$ cat config.mk
export PLATFORM = sky130hd
export DESIGN_NAME = fe_top
export DESIGN_NICKNAME = d
export VERILOG_FILES = /design/src/hw/fe_pkg.sv /design/src/hw/fe_fetch_ctrl.sv /design/src/hw/fe_itlb.sv /design/src/hw/fe_pc_gen.sv /design/src/hw/fe_queue_reg.sv /design/src/hw/fe_top.sv
export SDC_FILE = /design/constraint.sdc
export NUM_CORES = 1
export LEC_CHECK = 0
export BUFFER_PORTS_ARGS = -buffer_cell sky130_fd_sc_hd__buf_4
export CAP_MARGIN = 5
export CORE_ASPECT_RATIO = 0.5
export CORE_MARGIN = 2
export CORE_UTILIZATION = 60
export DETAILED_ROUTE_END_ITERATION = 8
export HOLD_SLACK_MARGIN = 0.03
export PLACE_DENSITY = 0.8
export RECOVER_POWER = 25
export SLEW_MARGIN = 20
export SYNTH_ARGS = -nofsm -noshare
export SYNTH_HDL_FRONTEND = slang
export SYNTH_SLANG_ARGS = --single-unit
$ cat constraint.sdc
create_clock -name clk_i -period 12.3 [get_ports clk_i]
set_clock_uncertainty 0.2 [all_clocks]
set_input_delay 1.23 -clock clk_i [delete_from_list [all_inputs] [get_ports clk_i]]
set_output_delay 1.23 -clock clk_i [all_outputs]
set_load 0.02 [all_outputs]
$ cat src/hw/fe_pkg.sv
//==========================================================================
// shared widths, reset pc, opcode and message encodings for the fetch
// front end; modules import it wildcard-style in their bodies
//==========================================================================
`default_nettype none

package fe_pkg;

   // address geometry
   localparam int VADDR_W       = 32;
   localparam int PAGE_OFFSET_W = 12;
   localparam int VTAG_W        = VADDR_W - PAGE_OFFSET_W;
   localparam int PTAG_W        = 16;
   localparam int PADDR_W       = PTAG_W + PAGE_OFFSET_W;

   // itlb geometry
   localparam int ITLB_ENTRIES = 8;
   localparam int ITLB_IDX_W   = 3;

   localparam logic [VADDR_W-1:0] FIRST_PC    = 32'h0000_1000;
   localparam logic [VADDR_W-1:0] INSTR_BYTES = 32'd4;

   localparam int OPERAND_W = 36;

   // back-end command opcodes, nop and reserved do nothing
   typedef enum logic [1:0]
   {
      e_op_nop         = 2'd0,
      e_op_pc_redirect = 2'd1,
      e_op_itlb_fill   = 2'd2,
      e_op_reserved    = 2'd3
   } fe_opcode_e;

   // kind of entry placed in the queue
   typedef enum logic
   {
      e_msg_fetch     = 1'b0,
      e_msg_itlb_miss = 1'b1
   } fe_msg_type_e;

   // operand word, read as redirect target or as fill translation
   typedef union packed
   {
      struct packed
      {
         logic [OPERAND_W-VADDR_W-1:0] pad;
         logic [VADDR_W-1:0]           target;
      } redirect;
      struct packed
      {
         logic [VTAG_W-1:0] vtag;
         logic [PTAG_W-1:0] ptag;
      } fill;
   } fe_cmd_operand_u;

endpackage

`default_nettype wire

$ cat src/hw/fe_fetch_ctrl.sv
//==========================================================================
// fetch control: decodes back-end commands and, in RUN, issues a fetch or
// itlb-miss entry for the current pc; a miss parks the FSM in WAIT
//==========================================================================
`default_nettype none

module fe_fetch_ctrl
(
   input  logic                        clk_i,
   input  logic                        reset_i,

   input  logic                        cmd_v_i,
   input  fe_pkg::fe_opcode_e          cmd_opcode_i,
   input  fe_pkg::fe_cmd_operand_u     cmd_operand_i,

   input  logic [fe_pkg::VADDR_W-1:0]  pc_i,
   input  logic                        tlb_hit_i,
   input  logic [fe_pkg::PTAG_W-1:0]   tlb_ptag_i,
   input  logic                        can_load_i,

   output logic                        pc_advance_o,
   output logic                        pc_load_o,
   output logic [fe_pkg::VADDR_W-1:0]  pc_target_o,

   output logic                        tlb_w_v_o,
   output logic [fe_pkg::VTAG_W-1:0]   tlb_w_vtag_o,
   output logic [fe_pkg::PTAG_W-1:0]   tlb_w_ptag_o,

   output logic                        entry_load_o,
   output fe_pkg::fe_msg_type_e        entry_type_o,
   output logic [fe_pkg::VADDR_W-1:0]  entry_vaddr_o,
   output logic [fe_pkg::PADDR_W-1:0]  entry_paddr_o
);

   import fe_pkg::*;

   // high while waiting on the back end after an itlb miss
   logic wait_r;

   logic do_redirect;
   logic do_fill;
   logic issue;

   always_comb
   begin
      do_redirect = 1'b0;
      do_fill     = 1'b0;
      case (cmd_opcode_i)
         e_op_pc_redirect:
         begin
            do_redirect = cmd_v_i;
         end
         e_op_itlb_fill:
         begin
            do_fill = cmd_v_i;
         end
         e_op_nop, e_op_reserved:
         begin
            // ignored
         end
      endcase
   end

   // commands win over issue; WAIT issues nothing
   assign issue = ~wait_r & ~do_redirect & ~do_fill & can_load_i;

   assign pc_load_o    = do_redirect;
   assign pc_target_o  = cmd_operand_i.redirect.target;
   assign pc_advance_o = issue & tlb_hit_i;

   assign tlb_w_v_o    = do_fill;
   assign tlb_w_vtag_o = cmd_operand_i.fill.vtag;
   assign tlb_w_ptag_o = cmd_operand_i.fill.ptag;

   assign entry_load_o  = issue;
   assign entry_type_o  = tlb_hit_i ? e_msg_fetch : e_msg_itlb_miss;
   assign entry_vaddr_o = pc_i;
   // miss entries carry no physical address
   assign entry_paddr_o = tlb_hit_i ? {tlb_ptag_i, pc_i[PAGE_OFFSET_W-1:0]}
                                    : '0;

   always_ff @(posedge clk_i)
   begin
      if (reset_i)
      begin
         wait_r <= 1'b0;
      end
      else if (wait_r)
      begin
         // fill retries the same pc, redirect moves on
         if (do_redirect | do_fill)
         begin
            wait_r <= 1'b0;
         end
      end
      else if (issue & ~tlb_hit_i)
      begin
         wait_r <= 1'b1;
      end
   end

endmodule

`default_nettype wire

$ cat src/hw/fe_itlb.sv
//==========================================================================
// fully associative instruction tlb: zero-latency lookup by vtag, fills
// take effect next cycle and replace round-robin unless the vtag exists
//==========================================================================
`default_nettype none

module fe_itlb
(
   input  logic                        clk_i,
   input  logic                        reset_i,
   input  logic [fe_pkg::VTAG_W-1:0]   r_vtag_i,
   input  logic                        w_v_i,
   input  logic [fe_pkg::VTAG_W-1:0]   w_vtag_i,
   input  logic [fe_pkg::PTAG_W-1:0]   w_ptag_i,
   output logic                        hit_o,
   output logic [fe_pkg::PTAG_W-1:0]   ptag_o
);

   import fe_pkg::*;

   logic [ITLB_ENTRIES-1:0] v_r;
   logic [VTAG_W-1:0]       vtag_r [ITLB_ENTRIES];
   logic [PTAG_W-1:0]       ptag_r [ITLB_ENTRIES];
   logic [ITLB_IDX_W-1:0]   rr_ptr_r;

   logic [ITLB_ENTRIES-1:0] r_match;
   logic                    w_match;
   logic [ITLB_IDX_W-1:0]   w_match_idx;
   logic [ITLB_IDX_W-1:0]   w_idx;

   // read side, at most one entry matches since fills never duplicate
   always_comb
   begin
      ptag_o = '0;
      for (int i = 0; i < ITLB_ENTRIES; i++)
      begin
         r_match[i] = v_r[i] & (vtag_r[i] == r_vtag_i);
         ptag_o     = ptag_o | (ptag_r[i] & {PTAG_W{r_match[i]}});
      end
   end

   assign hit_o = |r_match;

   // write side looks for an existing translation of the same page
   always_comb
   begin
      w_match     = 1'b0;
      w_match_idx = '0;
      for (int i = 0; i < ITLB_ENTRIES; i++)
      begin
         if (v_r[i] && (vtag_r[i] == w_vtag_i))
         begin
            w_match     = 1'b1;
            w_match_idx = ITLB_IDX_W'(i);
         end
      end
   end

   assign w_idx = w_match ? w_match_idx : rr_ptr_r;

   always_ff @(posedge clk_i)
   begin
      if (reset_i)
      begin
         v_r      <= '0;
         rr_ptr_r <= '0;
      end
      else if (w_v_i)
      begin
         v_r[w_idx] <= 1'b1;
         // pointer wraps at eight on its own
         if (!w_match)
         begin
            rr_ptr_r <= rr_ptr_r + ITLB_IDX_W'(1);
         end
      end
   end

   always_ff @(posedge clk_i)
   begin
      if (w_v_i)
      begin
         vtag_r[w_idx] <= w_vtag_i;
         ptag_r[w_idx] <= w_ptag_i;
      end
   end

endmodule

`default_nettype wire

$ cat src/hw/fe_pc_gen.sv
//==========================================================================
// program counter: resets to the first pc, steps one instruction on
// advance and takes the redirect target on load
//==========================================================================
`default_nettype none

module fe_pc_gen
(
   input  logic                        clk_i,
   input  logic                        reset_i,
   input  logic                        advance_i,
   input  logic                        load_i,
   input  logic [fe_pkg::VADDR_W-1:0]  target_i,
   output logic [fe_pkg::VADDR_W-1:0]  pc_o
);

   import fe_pkg::*;

   logic [VADDR_W-1:0] pc_r;

   always_ff @(posedge clk_i)
   begin
      if (reset_i)
      begin
         pc_r <= FIRST_PC;
      end
      else if (load_i)
      begin
         pc_r <= target_i;
      end
      else if (advance_i)
      begin
         pc_r <= pc_r + INSTR_BYTES;
      end
   end

   assign pc_o = pc_r;

endmodule

`default_nettype wire

$ cat src/hw/fe_queue_reg.sv
//==========================================================================
// one-entry output stage toward the back end; holds under back-pressure
// and accepts a new entry in the cycle the current one is taken
//==========================================================================
`default_nettype none

module fe_queue_reg
(
   input  logic                        clk_i,
   input  logic                        reset_i,
   input  logic                        load_i,
   input  fe_pkg::fe_msg_type_e        type_i,
   input  logic [fe_pkg::VADDR_W-1:0]  vaddr_i,
   input  logic [fe_pkg::PADDR_W-1:0]  paddr_i,
   input  logic                        ready_i,
   output logic                        can_load_o,
   output logic                        v_o,
   output fe_pkg::fe_msg_type_e        type_o,
   output logic [fe_pkg::VADDR_W-1:0]  vaddr_o,
   output logic [fe_pkg::PADDR_W-1:0]  paddr_o
);

   logic v_r;

   // empty, or the entry leaves this cycle
   assign can_load_o = ~v_r | ready_i;

   always_ff @(posedge clk_i)
   begin
      if (reset_i)
      begin
         v_r <= 1'b0;
      end
      else if (load_i)
      begin
         v_r <= 1'b1;
      end
      else if (ready_i)
      begin
         v_r <= 1'b0;
      end
   end

   always_ff @(posedge clk_i)
   begin
      if (load_i)
      begin
         type_o  <= type_i;
         vaddr_o <= vaddr_i;
         paddr_o <= paddr_i;
      end
   end

   assign v_o = v_r;

endmodule

`default_nettype wire

$ cat src/hw/fe_top.sv
//==========================================================================
// fetch front end top: pc generation, itlb translation and one-entry
// output queue toward the back end, steered by redirect and fill commands
//==========================================================================
`default_nettype none

module fe_top
(
   input  logic                           clk_i,
   input  logic                           reset_i,

   input  logic                           fe_cmd_v_i,
   input  fe_pkg::fe_opcode_e             fe_cmd_opcode_i,
   input  fe_pkg::fe_cmd_operand_u        fe_cmd_operand_i,

   output logic                           fe_queue_v_o,
   input  logic                           fe_queue_ready_i,
   output fe_pkg::fe_msg_type_e           fe_queue_type_o,
   output logic [fe_pkg::VADDR_W-1:0]     fe_queue_vaddr_o,
   output logic [fe_pkg::PADDR_W-1:0]     fe_queue_paddr_o
);

   import fe_pkg::*;

   logic [VADDR_W-1:0] pc;
   logic               pc_advance;
   logic               pc_load;
   logic [VADDR_W-1:0] pc_target;

   logic               tlb_hit;
   logic [PTAG_W-1:0]  tlb_ptag;
   logic               tlb_w_v;
   logic [VTAG_W-1:0]  tlb_w_vtag;
   logic [PTAG_W-1:0]  tlb_w_ptag;

   logic               can_load;
   logic               entry_load;
   fe_msg_type_e       entry_type;
   logic [VADDR_W-1:0] entry_vaddr;
   logic [PADDR_W-1:0] entry_paddr;

   fe_fetch_ctrl u_fetch_ctrl
   (
      .clk_i         (clk_i),
      .reset_i       (reset_i),
      .cmd_v_i       (fe_cmd_v_i),
      .cmd_opcode_i  (fe_cmd_opcode_i),
      .cmd_operand_i (fe_cmd_operand_i),
      .pc_i          (pc),
      .tlb_hit_i     (tlb_hit),
      .tlb_ptag_i    (tlb_ptag),
      .can_load_i    (can_load),
      .pc_advance_o  (pc_advance),
      .pc_load_o     (pc_load),
      .pc_target_o   (pc_target),
      .tlb_w_v_o     (tlb_w_v),
      .tlb_w_vtag_o  (tlb_w_vtag),
      .tlb_w_ptag_o  (tlb_w_ptag),
      .entry_load_o  (entry_load),
      .entry_type_o  (entry_type),
      .entry_vaddr_o (entry_vaddr),
      .entry_paddr_o (entry_paddr)
   );

   fe_pc_gen u_pc_gen
   (
      .clk_i     (clk_i),
      .reset_i   (reset_i),
      .advance_i (pc_advance),
      .load_i    (pc_load),
      .target_i  (pc_target),
      .pc_o      (pc)
   );

   // lookup on the page part of the current pc
   fe_itlb u_itlb
   (
      .clk_i    (clk_i),
      .reset_i  (reset_i),
      .r_vtag_i (pc[VADDR_W-1:PAGE_OFFSET_W]),
      .w_v_i    (tlb_w_v),
      .w_vtag_i (tlb_w_vtag),
      .w_ptag_i (tlb_w_ptag),
      .hit_o    (tlb_hit),
      .ptag_o   (tlb_ptag)
   );

   fe_queue_reg u_queue_reg
   (
      .clk_i      (clk_i),
      .reset_i    (reset_i),
      .load_i     (entry_load),
      .type_i     (entry_type),
      .vaddr_i    (entry_vaddr),
      .paddr_i    (entry_paddr),
      .ready_i    (fe_queue_ready_i),
      .can_load_o (can_load),
      .v_o        (fe_queue_v_o),
      .type_o     (fe_queue_type_o),
      .vaddr_o    (fe_queue_vaddr_o),
      .paddr_o    (fe_queue_paddr_o)
   );

endmodule

`default_nettype wire

==> results.txt, run 1 <==
In this run the standard cell core region covers 0.0301 mm2. Dividing the detail-routed via count by the number of cells gives 6.70. The starting density of the core is 0.606.

After clock tree synthesis, the repair step resized 0 gates. For the non-filler instance count after layout, the log shows 1868. The final reports fail on max-capacitance violations, max-slew violations.

Counting both buffers and inverters, the worst setup path holds a total of 2. The Yosys step of the flow raised 0 warnings. Setup repair after global routing left no endpoint under its margin. In the detailed route, the total length drawn on met3 is 5.97 mm. The total of fill cells in the finished design came out at 2148. The detailed router put a total of 22.1 mm of wire on met1. CTS saw 394 sinks.

The logs give 0.075 for the combinational share of power and 0.0183 mm2 for the post-synthesis instance area. For the number of buffers on the longest clock path, the log shows 3. The slew at the pin closest to its max-slew limit came out at 1.68 ns. Clock-pin slew was measured on the worst setup and hold paths at 0.07 ns.

0 antenna diodes ended up in the layout. The tools report the max-cap violation count as 8. Setup violations remaining at the end of the flow were counted as 0.

The half-perimeter wire length after placement was 33.2 mm; the area growth from synthesis to final layout was 11.0%. The critical path endpoint category was a flop. On the worst path, the slowest cell contributes a delay of 1.00 ns.

Placer's final routability congestion estimate: 0.978. Leaving out fill and tap cells, the most frequent cells in the layout are sky130_fd_sc_hd__edfxtp_1 (349), sky130_fd_sc_hd__xnor2_1 (227), sky130_fd_sc_hd__xor2_1 (103). The logs give 104 for the top-level port count and 1593 for the number of DRC markers in iteration 0.

The run gives 0 as the count of final hold-check violations. The kind of critical path was in2reg. The run gives 0.340 as the total global routing track utilization.

TritonCTS built the clock tree. Pin count of the biggest net entering global routing: 43. The logs give 0.0921 mV for the highest ir drop seen on vdd and 0 for the remaining routing DRC violations. The share of the cycle needed by the critical path after routing works out to 0.429.

The tools report the number of nets in the final layout as 1485. The tools report the remaining global-route overflow as 0. The number of antenna violations at the first check in global routing is 0.

The logs give 0.392 for the clock power share and 45 for the floorplan row count. The number of buffers inserted by hold repair at cts is 0, and the number of cell instances on the worst register-to-register path is 9. The die span in y was 127 um; the share of power burned in registers was 0.533. The total power after layout was 2.82 mW; the total die area was 0.0319 mm2. The flow ran to the end, but the final reports show violations. The first detailed-routing pass ran for 7 iterations.

Dividing the detail-routed wire length by the instance count gives 28.8 um. The most common library cell in the layout ignoring fill and taps is sky130_fd_sc_hd__edfxtp_1. The latest clock arrival within the worst-skew pair came out at 0.55 ns.

The highest layer touched by signal routing is met4. The run gives 64 as the post-synthesis cell type count. By instance count, the cell type seen most on the critical path is sky130_fd_sc_hd__nand4_1.

Total negative setup slack: 0 ns. The path class of the tightest hold or removal check is reg2reg. The floorplan step set the die width to 251 um.

Timing would allow up to 0.189 GHz. Buffers inserted during clock tree synthesis total 36. The run gives 12.32 ns as the critical path data required time. Source of the critical timing path: fe_cmd_operand_i[28]. The count of antenna-violating nets left after detailed routing was 0. The logic depth of the worst path, buffers included was 10; the routed wire length was 53.9 mm.

Detailed routing placed a total of 23.9 mm of wire on met2. The largest individual stage delay along the critical path comes from the cell sky130_fd_sc_hd__clkbuf_1. The signal on the critical path passes through clkbuf_1 > xor2_1 > nor4_1 > nand4_1 > o22a_1 > nand4_1 > o211ai_1 > or4_1 > nor2_4 > buf_4. Cell at the root of the clock tree: sky130_fd_sc_hd__clkbuf_16.

STA classifies the critical path startpoint as an input pin. Summing over every cut layer, the via total after detailed routing is 12500. The total internal power is 2.16 mW. The async set-or-reset flop fraction in the synthesized netlist was 0. For the wire length of the first global-routing pass, the log shows 78.9 mm. The largest fanout of any net on the critical path works out to 21. In this run the critical register-to-register path is launched from u_pc_gen.pc_o[13]$_SDFFE_PP0P_. The run gives 1402 as the synthesized net count.

Grouping stages by cell kind, the critical path spends the most delay in simple AND/OR/NAND/NOR gates. The tools report the via count of the first global-routing pass as 12300. The run gives -0.118 as the headroom to the max-slew limit. The number of flops mapped to enable cells by yosys came out at 349. Share of the yosys chip area belonging to registers: 0.623. The share of cells above drive strength 1 is 0.115, and the post-CTS setup buffer count is 0.

The tools report the cell leakage power as 6.34 nW. The gate count of the mapped netlist was 1358. Dividing total power by cell area gives a power density of 139 mW/mm2. The most used flip-flop cell after synthesis is sky130_fd_sc_hd__edfxtp_1. The average cell area after synthesis works out to 13.4 um2. In this run the critical register-to-register path is captured at u_pc_gen.pc_o[6]$_SDFFE_PP0P_. Counting tap cells, the placed design contains a total of 1801 instances.

The net switching component of the power is 0.656 mW. The critical path ends at u_itlb.ptag_r[1][1]$_DFFE_PP_. The total of flip-flops plus latches after synthesis came out at 394. The worst hold path was traced through 0 stages. The H-tree generated during clock tree synthesis spans 2 levels. Data arrives at the worst endpoint at 5.29 ns. The tools report the number of pins with negative max-slew slack in the final report as 122. The slack of the worst reg-to-reg path came out at 7.19 ns. The final critical delay including setup and external delays is 5.28 ns, and the quantity of I/O buffers inserted on ports is 103. The proportion of total power due to net switching is 0.233.
==> worst reg2reg max path, stage by stage (launching register included) <==
cell,delay [ns]
sky130_fd_sc_hd__dfxtp_1,0.37
sky130_fd_sc_hd__clkbuf_1,1.14
sky130_fd_sc_hd__xnor2_1,0.24
sky130_fd_sc_hd__nand4_1,0.19
sky130_fd_sc_hd__nor4_1,0.37
sky130_fd_sc_hd__and4_1,1.06
sky130_fd_sc_hd__or4_1,0.40
sky130_fd_sc_hd__o21ai_4,0.19
sky130_fd_sc_hd__or4_1,0.57
sky130_fd_sc_hd__a311oi_2,0.29
==> metal layers <==
| layer | GRT usage | vias up |
|---|---|---|
| li1 | - | 5289 |
| met1 | 0.486 | 6234 |
| met2 | 0.527 | 826 |
| met3 | 0.0703 | 163 |
| met4 | 0.113 | 0 |
| met5 | 0 | - |
==> stage by stage <==
step | instance area [um2] | hold WS, ns | worst slack (ns) | util
floorplan | 18300 | 0.203 | 6.96 | -
global placement | 19200 | 0.269 | 7.06 | 0.639
detailed placement | 19300 | 0.275 | 6.90 | 0.639
CTS | 20400 | 0.299 | 7.44 | 0.677
global route | 20300 | 0.312 | 6.87 | 0.673
finish | 20300 | 0.302 | 7.02 | 0.673
==> cell usage after synthesis, types with 6 or more instances <==
cell | number | area, um2
sky130_fd_sc_hd__nand3_1 | 53 | 265
sky130_fd_sc_hd__nand4_1 | 82 | 513
sky130_fd_sc_hd__dfxtp_1 | 45 | 901
sky130_fd_sc_hd__a211oi_1 | 7 | 52.6
sky130_fd_sc_hd__xnor2_1 | 227 | 1990
sky130_fd_sc_hd__or2_2 | 6 | 37.5
sky130_fd_sc_hd__o31a_1 | 6 | 52.6
sky130_fd_sc_hd__and2_1 | 8 | 50.1
sky130_fd_sc_hd__nor2b_1 | 16 | 100
sky130_fd_sc_hd__a221oi_1 | 17 | 149
sky130_fd_sc_hd__o31ai_1 | 8 | 60.1
sky130_fd_sc_hd__a31oi_1 | 9 | 56.3
sky130_fd_sc_hd__edfxtp_1 | 349 | 10500
sky130_fd_sc_hd__nor4_1 | 49 | 307
sky130_fd_sc_hd__buf_6 | 18 | 203
sky130_fd_sc_hd__nor2_1 | 38 | 143
sky130_fd_sc_hd__buf_2 | 29 | 145
sky130_fd_sc_hd__inv_1 | 6 | 22.5
sky130_fd_sc_hd__a21oi_1 | 18 | 90.1
sky130_fd_sc_hd__nor3b_1 | 8 | 60.1
sky130_fd_sc_hd__a22oi_1 | 34 | 255
sky130_fd_sc_hd__clkbuf_1 | 21 | 78.8
sky130_fd_sc_hd__or4_1 | 8 | 60.1
sky130_fd_sc_hd__and4_1 | 11 | 96.3
sky130_fd_sc_hd__nor3_1 | 15 | 75.1
sky130_fd_sc_hd__o21ai_0 | 16 | 80.1
sky130_fd_sc_hd__a22o_1 | 16 | 140
sky130_fd_sc_hd__nand2_1 | 53 | 199
sky130_fd_sc_hd__buf_4 | 15 | 113
sky130_fd_sc_hd__xor2_1 | 103 | 902
==> power groups by stage <==
stage	logic (mW)	clock network, mW	registers [mW]
6_report	0.212	1.11	1.50
5_1_grt	0.223	1.17	1.50
4_1_cts	0.215	1.11	1.50
3_5_place_dp	0.214	0	1.53
3_3_place_gp	0.210	0	1.53
2_1_floorplan	0.0985	0	1.55
==> state kept, by name, indices dropped and copies added (netlist names) <==
name,cells
u_itlb.ptag_r,128
u_queue_reg.v_o,1
u_itlb.v_r,8
u_pc_gen.pc_o,32
u_itlb.rr_ptr_r,3
u_fetch_ctrl.wait_r,1
u_itlb.vtag_r,160
u_queue_reg.paddr_o,28
u_queue_reg.type_o,1
u_queue_reg.vaddr_o,32
==> layout make-up <==
| cell class | count | area (um2) | area share |
|---|---|---|---|
| Multi-Input combinational cell | 871 | 6360 | 0.314 |
| Sequential cell | 394 | 11400 | 0.561 |
| Clock buffer | 55 | 1040 | 0.0515 |
| Tap cell | 399 | 499 | 0.0246 |
| Inverter | 7 | 26.3 | 0.00130 |
| Timing Repair Buffer | 131 | 870 | 0.0429 |
| Clock inverter | 11 | 91.3 | 0.00451 |
==> worst min-delay path by stage <==
stage,startpoint,slack (ns),end
global placement,u_pc_gen.pc_o[2]$_SDFFE_PP0P_,0.27,u_queue_reg.vaddr_o[2]$_DFFE_PP_
detailed placement,u_pc_gen.pc_o[1]$_SDFFE_PP0P_,0.28,u_queue_reg.vaddr_o[1]$_DFFE_PP_
global route,u_pc_gen.pc_o[1]$_SDFFE_PP0P_,0.31,u_queue_reg.vaddr_o[1]$_DFFE_PP_
finish,u_pc_gen.pc_o[1]$_SDFFE_PP0P_,0.30,u_queue_reg.vaddr_o[1]$_DFFE_PP_
floorplan,u_pc_gen.pc_o[28]$_SDFFE_PP0P_,0.20,u_queue_reg.vaddr_o[28]$_DFFE_PP_
CTS,u_pc_gen.pc_o[1]$_SDFFE_PP0P_,0.30,u_queue_reg.vaddr_o[1]$_DFFE_PP_
==> logic make-up after synthesis <==
group | share of synthesized area
flops | 0.623
simple gates | 0.113
xor+xnor | 0.160
compound gates | 0.0696
buf+inv | 0.0316
mux | 0.00110
fa+ha+maj | 0.00137
No activity file was read; power rests on OpenSTA's default activity.
==> run 2, diff against run 1 <==
==> constraint.sdc (replaced) <==
create_clock -name clk_i -period 5.01 [get_ports clk_i]
set_clock_uncertainty 0.2 [all_clocks]
set_input_delay 0.501 -clock clk_i [delete_from_list [all_inputs] [get_ports clk_i]]
set_output_delay 0.501 -clock clk_i [all_outputs]
set_load 0.02 [all_outputs]
==> run 2 against run 1 <==
Net effect: the flow still finishes with violations (max-capacitance violations, max-slew violations); utilization grew 1.5 points; sequential power rose by 150%; total power increased to 2.5 times the previous value; worst hold slack worse by 0.13 ns; sequential share of layout area shrank 1.3 points; global-route usage increased by 0.58 points; wire length is 1.9% higher; cell count is 2.1% higher; first-iteration DRC count up 2.2%; register-to-register slack lost 6.7 ns; flip-flop and latch count did not move.
==> results.txt, run 2 (same netlist as run 1, synthesis figures left out) <==
The flow ran to the end, but the final reports show violations. The checks that failed: max-capacitance violations, max-slew violations. The tools report the post-CTS setup buffer count as 0 (unchanged). The area growth from synthesis to layout is 13.6%. For the final critical-path setup slack, the log shows 0.517 ns (-6.50 ns). The total number of vias came out at 12600 (+0.76%). After layout, the minimum clock period comes to 4.49 ns. The ratio of total power to cell area works out to 342 mW/mm2 (+150%). The final instance area is 0.0207 mm2 (+2.3%).

The max-cap violation count came out at 2 (-6). The per-cell routed wire length is 28.8 um (-0.23%). The share of cells above drive strength 1 was 0.145 (+0.0301); the die span in y was 127 um (unchanged). Remaining routing DRC violations: 0 (unchanged). The quantity of I/O buffers inserted on ports works out to 103 (unchanged). In this run the critical register-to-register path is captured at u_pc_gen.pc_o[15]$_SDFFE_PP0P_. The tools report the number of optimization iterations in the first detailed-route pass as 6 (-1).

The non-filler instance count after layout was 1908 (+2.1%); the number of pins with negative max-slew slack in the final report was 30 (-75%). The tools report the total of fill cells in the finished design as 2116 (-1.5%). The cell leakage power is 6.65 nW (+4.8%), and the number of flip-flops in the largest register is 160 (unchanged). Routed wire length: 54.9 mm (+1.9%). The tools report the highest ir drop seen on vdd as 0.268 mV (+190%).

The pin count of the biggest net entering global routing was 39 (-9.3%). The clock-pin slew on the worst setup and hold paths is 0.07 ns (about the same), and the critical path data required time is 5.05 ns (-7.27 ns). The slew at the pin closest to its max-slew limit works out to 1.56 ns (-0.115 ns). In the final layout, the registers with the most flip-flops are u_itlb.vtag_r: 160 flops, u_itlb.ptag_r: 128 flops. STA classifies the critical path endpoint as a flop. Share of the cycle needed by the critical path after routing: 0.897.

The half-perimeter wire length after placement is 35.2 mm (+6.1%). The tools report the worst hold margin as 0.174 ns (-0.129 ns). The horizontal extent of the die is 251 um (unchanged). In the layout the commonest cells are sky130_fd_sc_hd__edfxtp_1 (349), sky130_fd_sc_hd__xnor2_1 (227), sky130_fd_sc_hd__buf_4 (135).

The tools report the placer's final routability congestion estimate as 0.973 (-0.49%). The run gives 4.53 ns (-0.76 ns) as the worst endpoint data arrival time. The number of cell instances on the worst register-to-register path is 9 (unchanged). Total negative setup slack: 0 ns (unchanged). Latest clock arrival within the worst-skew pair: 0.55 ns (about the same).

The share of the core filled with cells in the final layout is 0.688 (+0.0155). The run gives 0 (unchanged) as the number of antenna diodes. Largest register by flop count: u_itlb.vtag_r. The worst-case setup slack after placement was 0.740 ns (-6.16 ns); the floorplan row count was 45 (unchanged).

The worst hold path stage count came out at 4 (+4). The total power after layout is 7.10 mW (+150%). The number of DRC markers in iteration 0 came out at 1628 (+2.2%). The area of placed instances came out at 0.0195 mm2 (+1.0%). The post-CTS resize count was 0 (unchanged); the number of buffers on the longest clock path was 3 (unchanged). For the count of antenna-violating nets left after detailed routing, the log shows 0 (unchanged). The count of final hold-check violations is 0 (unchanged).

The mean number of vias per cell works out to 6.61 (-1.4%). The path with the worst hold slack has its endpoint at u_queue_reg.v_o$_SDFFE_PP0P_. The largest fanout of any net on the critical path was 20 (-4.8%); the total global routing track utilization was 0.346 (+0.00581). TritonCTS built the clock tree. The number of antenna violations at the first check in global routing came out at 1 (+1). The top-level port count was 104 (unchanged); the via count of the first global-routing pass was 12700 (+3.2%).

The kind of critical path is in2reg. In this run the most critical hold path is launched from fe_queue_ready_i. The number of H-tree levels was 2 (unchanged); the number of nets in the final layout was 1527 (+2.8%). Leaving out fill and tap cells, the most frequent cell in the layout is sky130_fd_sc_hd__edfxtp_1. The tightest min-delay check is of the in2reg type. The remaining global-route overflow is 0 (unchanged).

Kind of start point of the critical path: an input pin. The tools report the starting density of the core as 0.606 (unchanged). The headroom to the max-slew limit is -0.0414 (+0.0768).

The logs give 394 (unchanged) for the count of clock tree sinks and 0 (unchanged) for the count of final setup violators. Cell at the root of the clock tree: sky130_fd_sc_hd__clkbuf_16. The wire length of the first global-routing pass is 80.5 mm (+2.1%). The startpoint identified for the worst register-to-register timing path is u_pc_gen.pc_o[25]$_SDFFE_PP0P_.

The tools report the total instance count after detailed placement as 1828 (+1.5%). Setup repair after global routing left no endpoint under its margin. The total core area came out at 0.0301 mm2 (unchanged).

The clock buffer count from CTS is 36 (unchanged). The run gives 0.52 ns (-6.67 ns) as the slack of the worst reg-to-reg path. Fmax: 0.223 GHz.

Total die area: 0.0319 mm2 (unchanged).
## run 2: worst max-delay path by stage
stage	startpoint	to	slack, ns	cells past startpoint
floorplan	fe_cmd_operand_i[17]	u_itlb.ptag_r[2][0]$_DFFE_PP_	0.40	9
global placement	fe_cmd_operand_i[29]	u_itlb.vtag_r[3][15]$_DFFE_PP_	0.88	10
detailed placement	fe_cmd_operand_i[21]	u_itlb.vtag_r[3][18]$_DFFE_PP_	0.74	10
CTS	u_pc_gen.pc_o[19]$_SDFFE_PP0P_	u_pc_gen.pc_o[6]$_SDFFE_PP0P_	1.01	9
global route	fe_cmd_operand_i[31]	u_itlb.vtag_r[3][2]$_DFFE_PP_	0.41	10
finish	fe_cmd_operand_i[22]	u_itlb.vtag_r[3][19]$_DFFE_PP_	0.52	10
## run 2: final cells by class
| class | instances | area [um2] | area share |
|---|---|---|---|
| clock inverter | 20 | 238 | 0.0115 |
| tap | 399 | 499 | 0.0241 |
| inverter | 7 | 26.3 | 0.00127 |
| sequential | 394 | 11400 | 0.549 |
| timing repair buffer | 173 | 1270 | 0.0614 |
| multi-input combinational | 871 | 6360 | 0.307 |
| clock buffer | 44 | 962 | 0.0464 |
## run 2: report_power, final
group          total (mW)  switching, mW  internal (mW)
logic               0.531          0.347          0.184
clock network        2.86           1.22           1.63
registers            3.71         0.0590           3.65
## run 2: critical path, cell delays in order
cell                       delay, ns
sky130_fd_sc_hd__clkbuf_1       1.01
sky130_fd_sc_hd__xnor2_1        0.22
sky130_fd_sc_hd__nand4_1        0.12
sky130_fd_sc_hd__nor4_1         0.39
sky130_fd_sc_hd__nand4_1        0.30
sky130_fd_sc_hd__and2_1         0.24
sky130_fd_sc_hd__o211ai_1       0.20
sky130_fd_sc_hd__or4b_2         0.74
sky130_fd_sc_hd__nor2_4         0.54
sky130_fd_sc_hd__buf_12         0.26
## run 2: repair_timing
action,4_1_cts,5_1_grt
hold endpoints to repair,128,0
hold buffers,16,0
setup endpoints to repair,0,0
## run 2: layer usage
metal  wire length [um]  track usage
met5                  0            0
met4               1880        0.126
met3               5790       0.0776
met2              24500        0.536
met1              22700        0.485
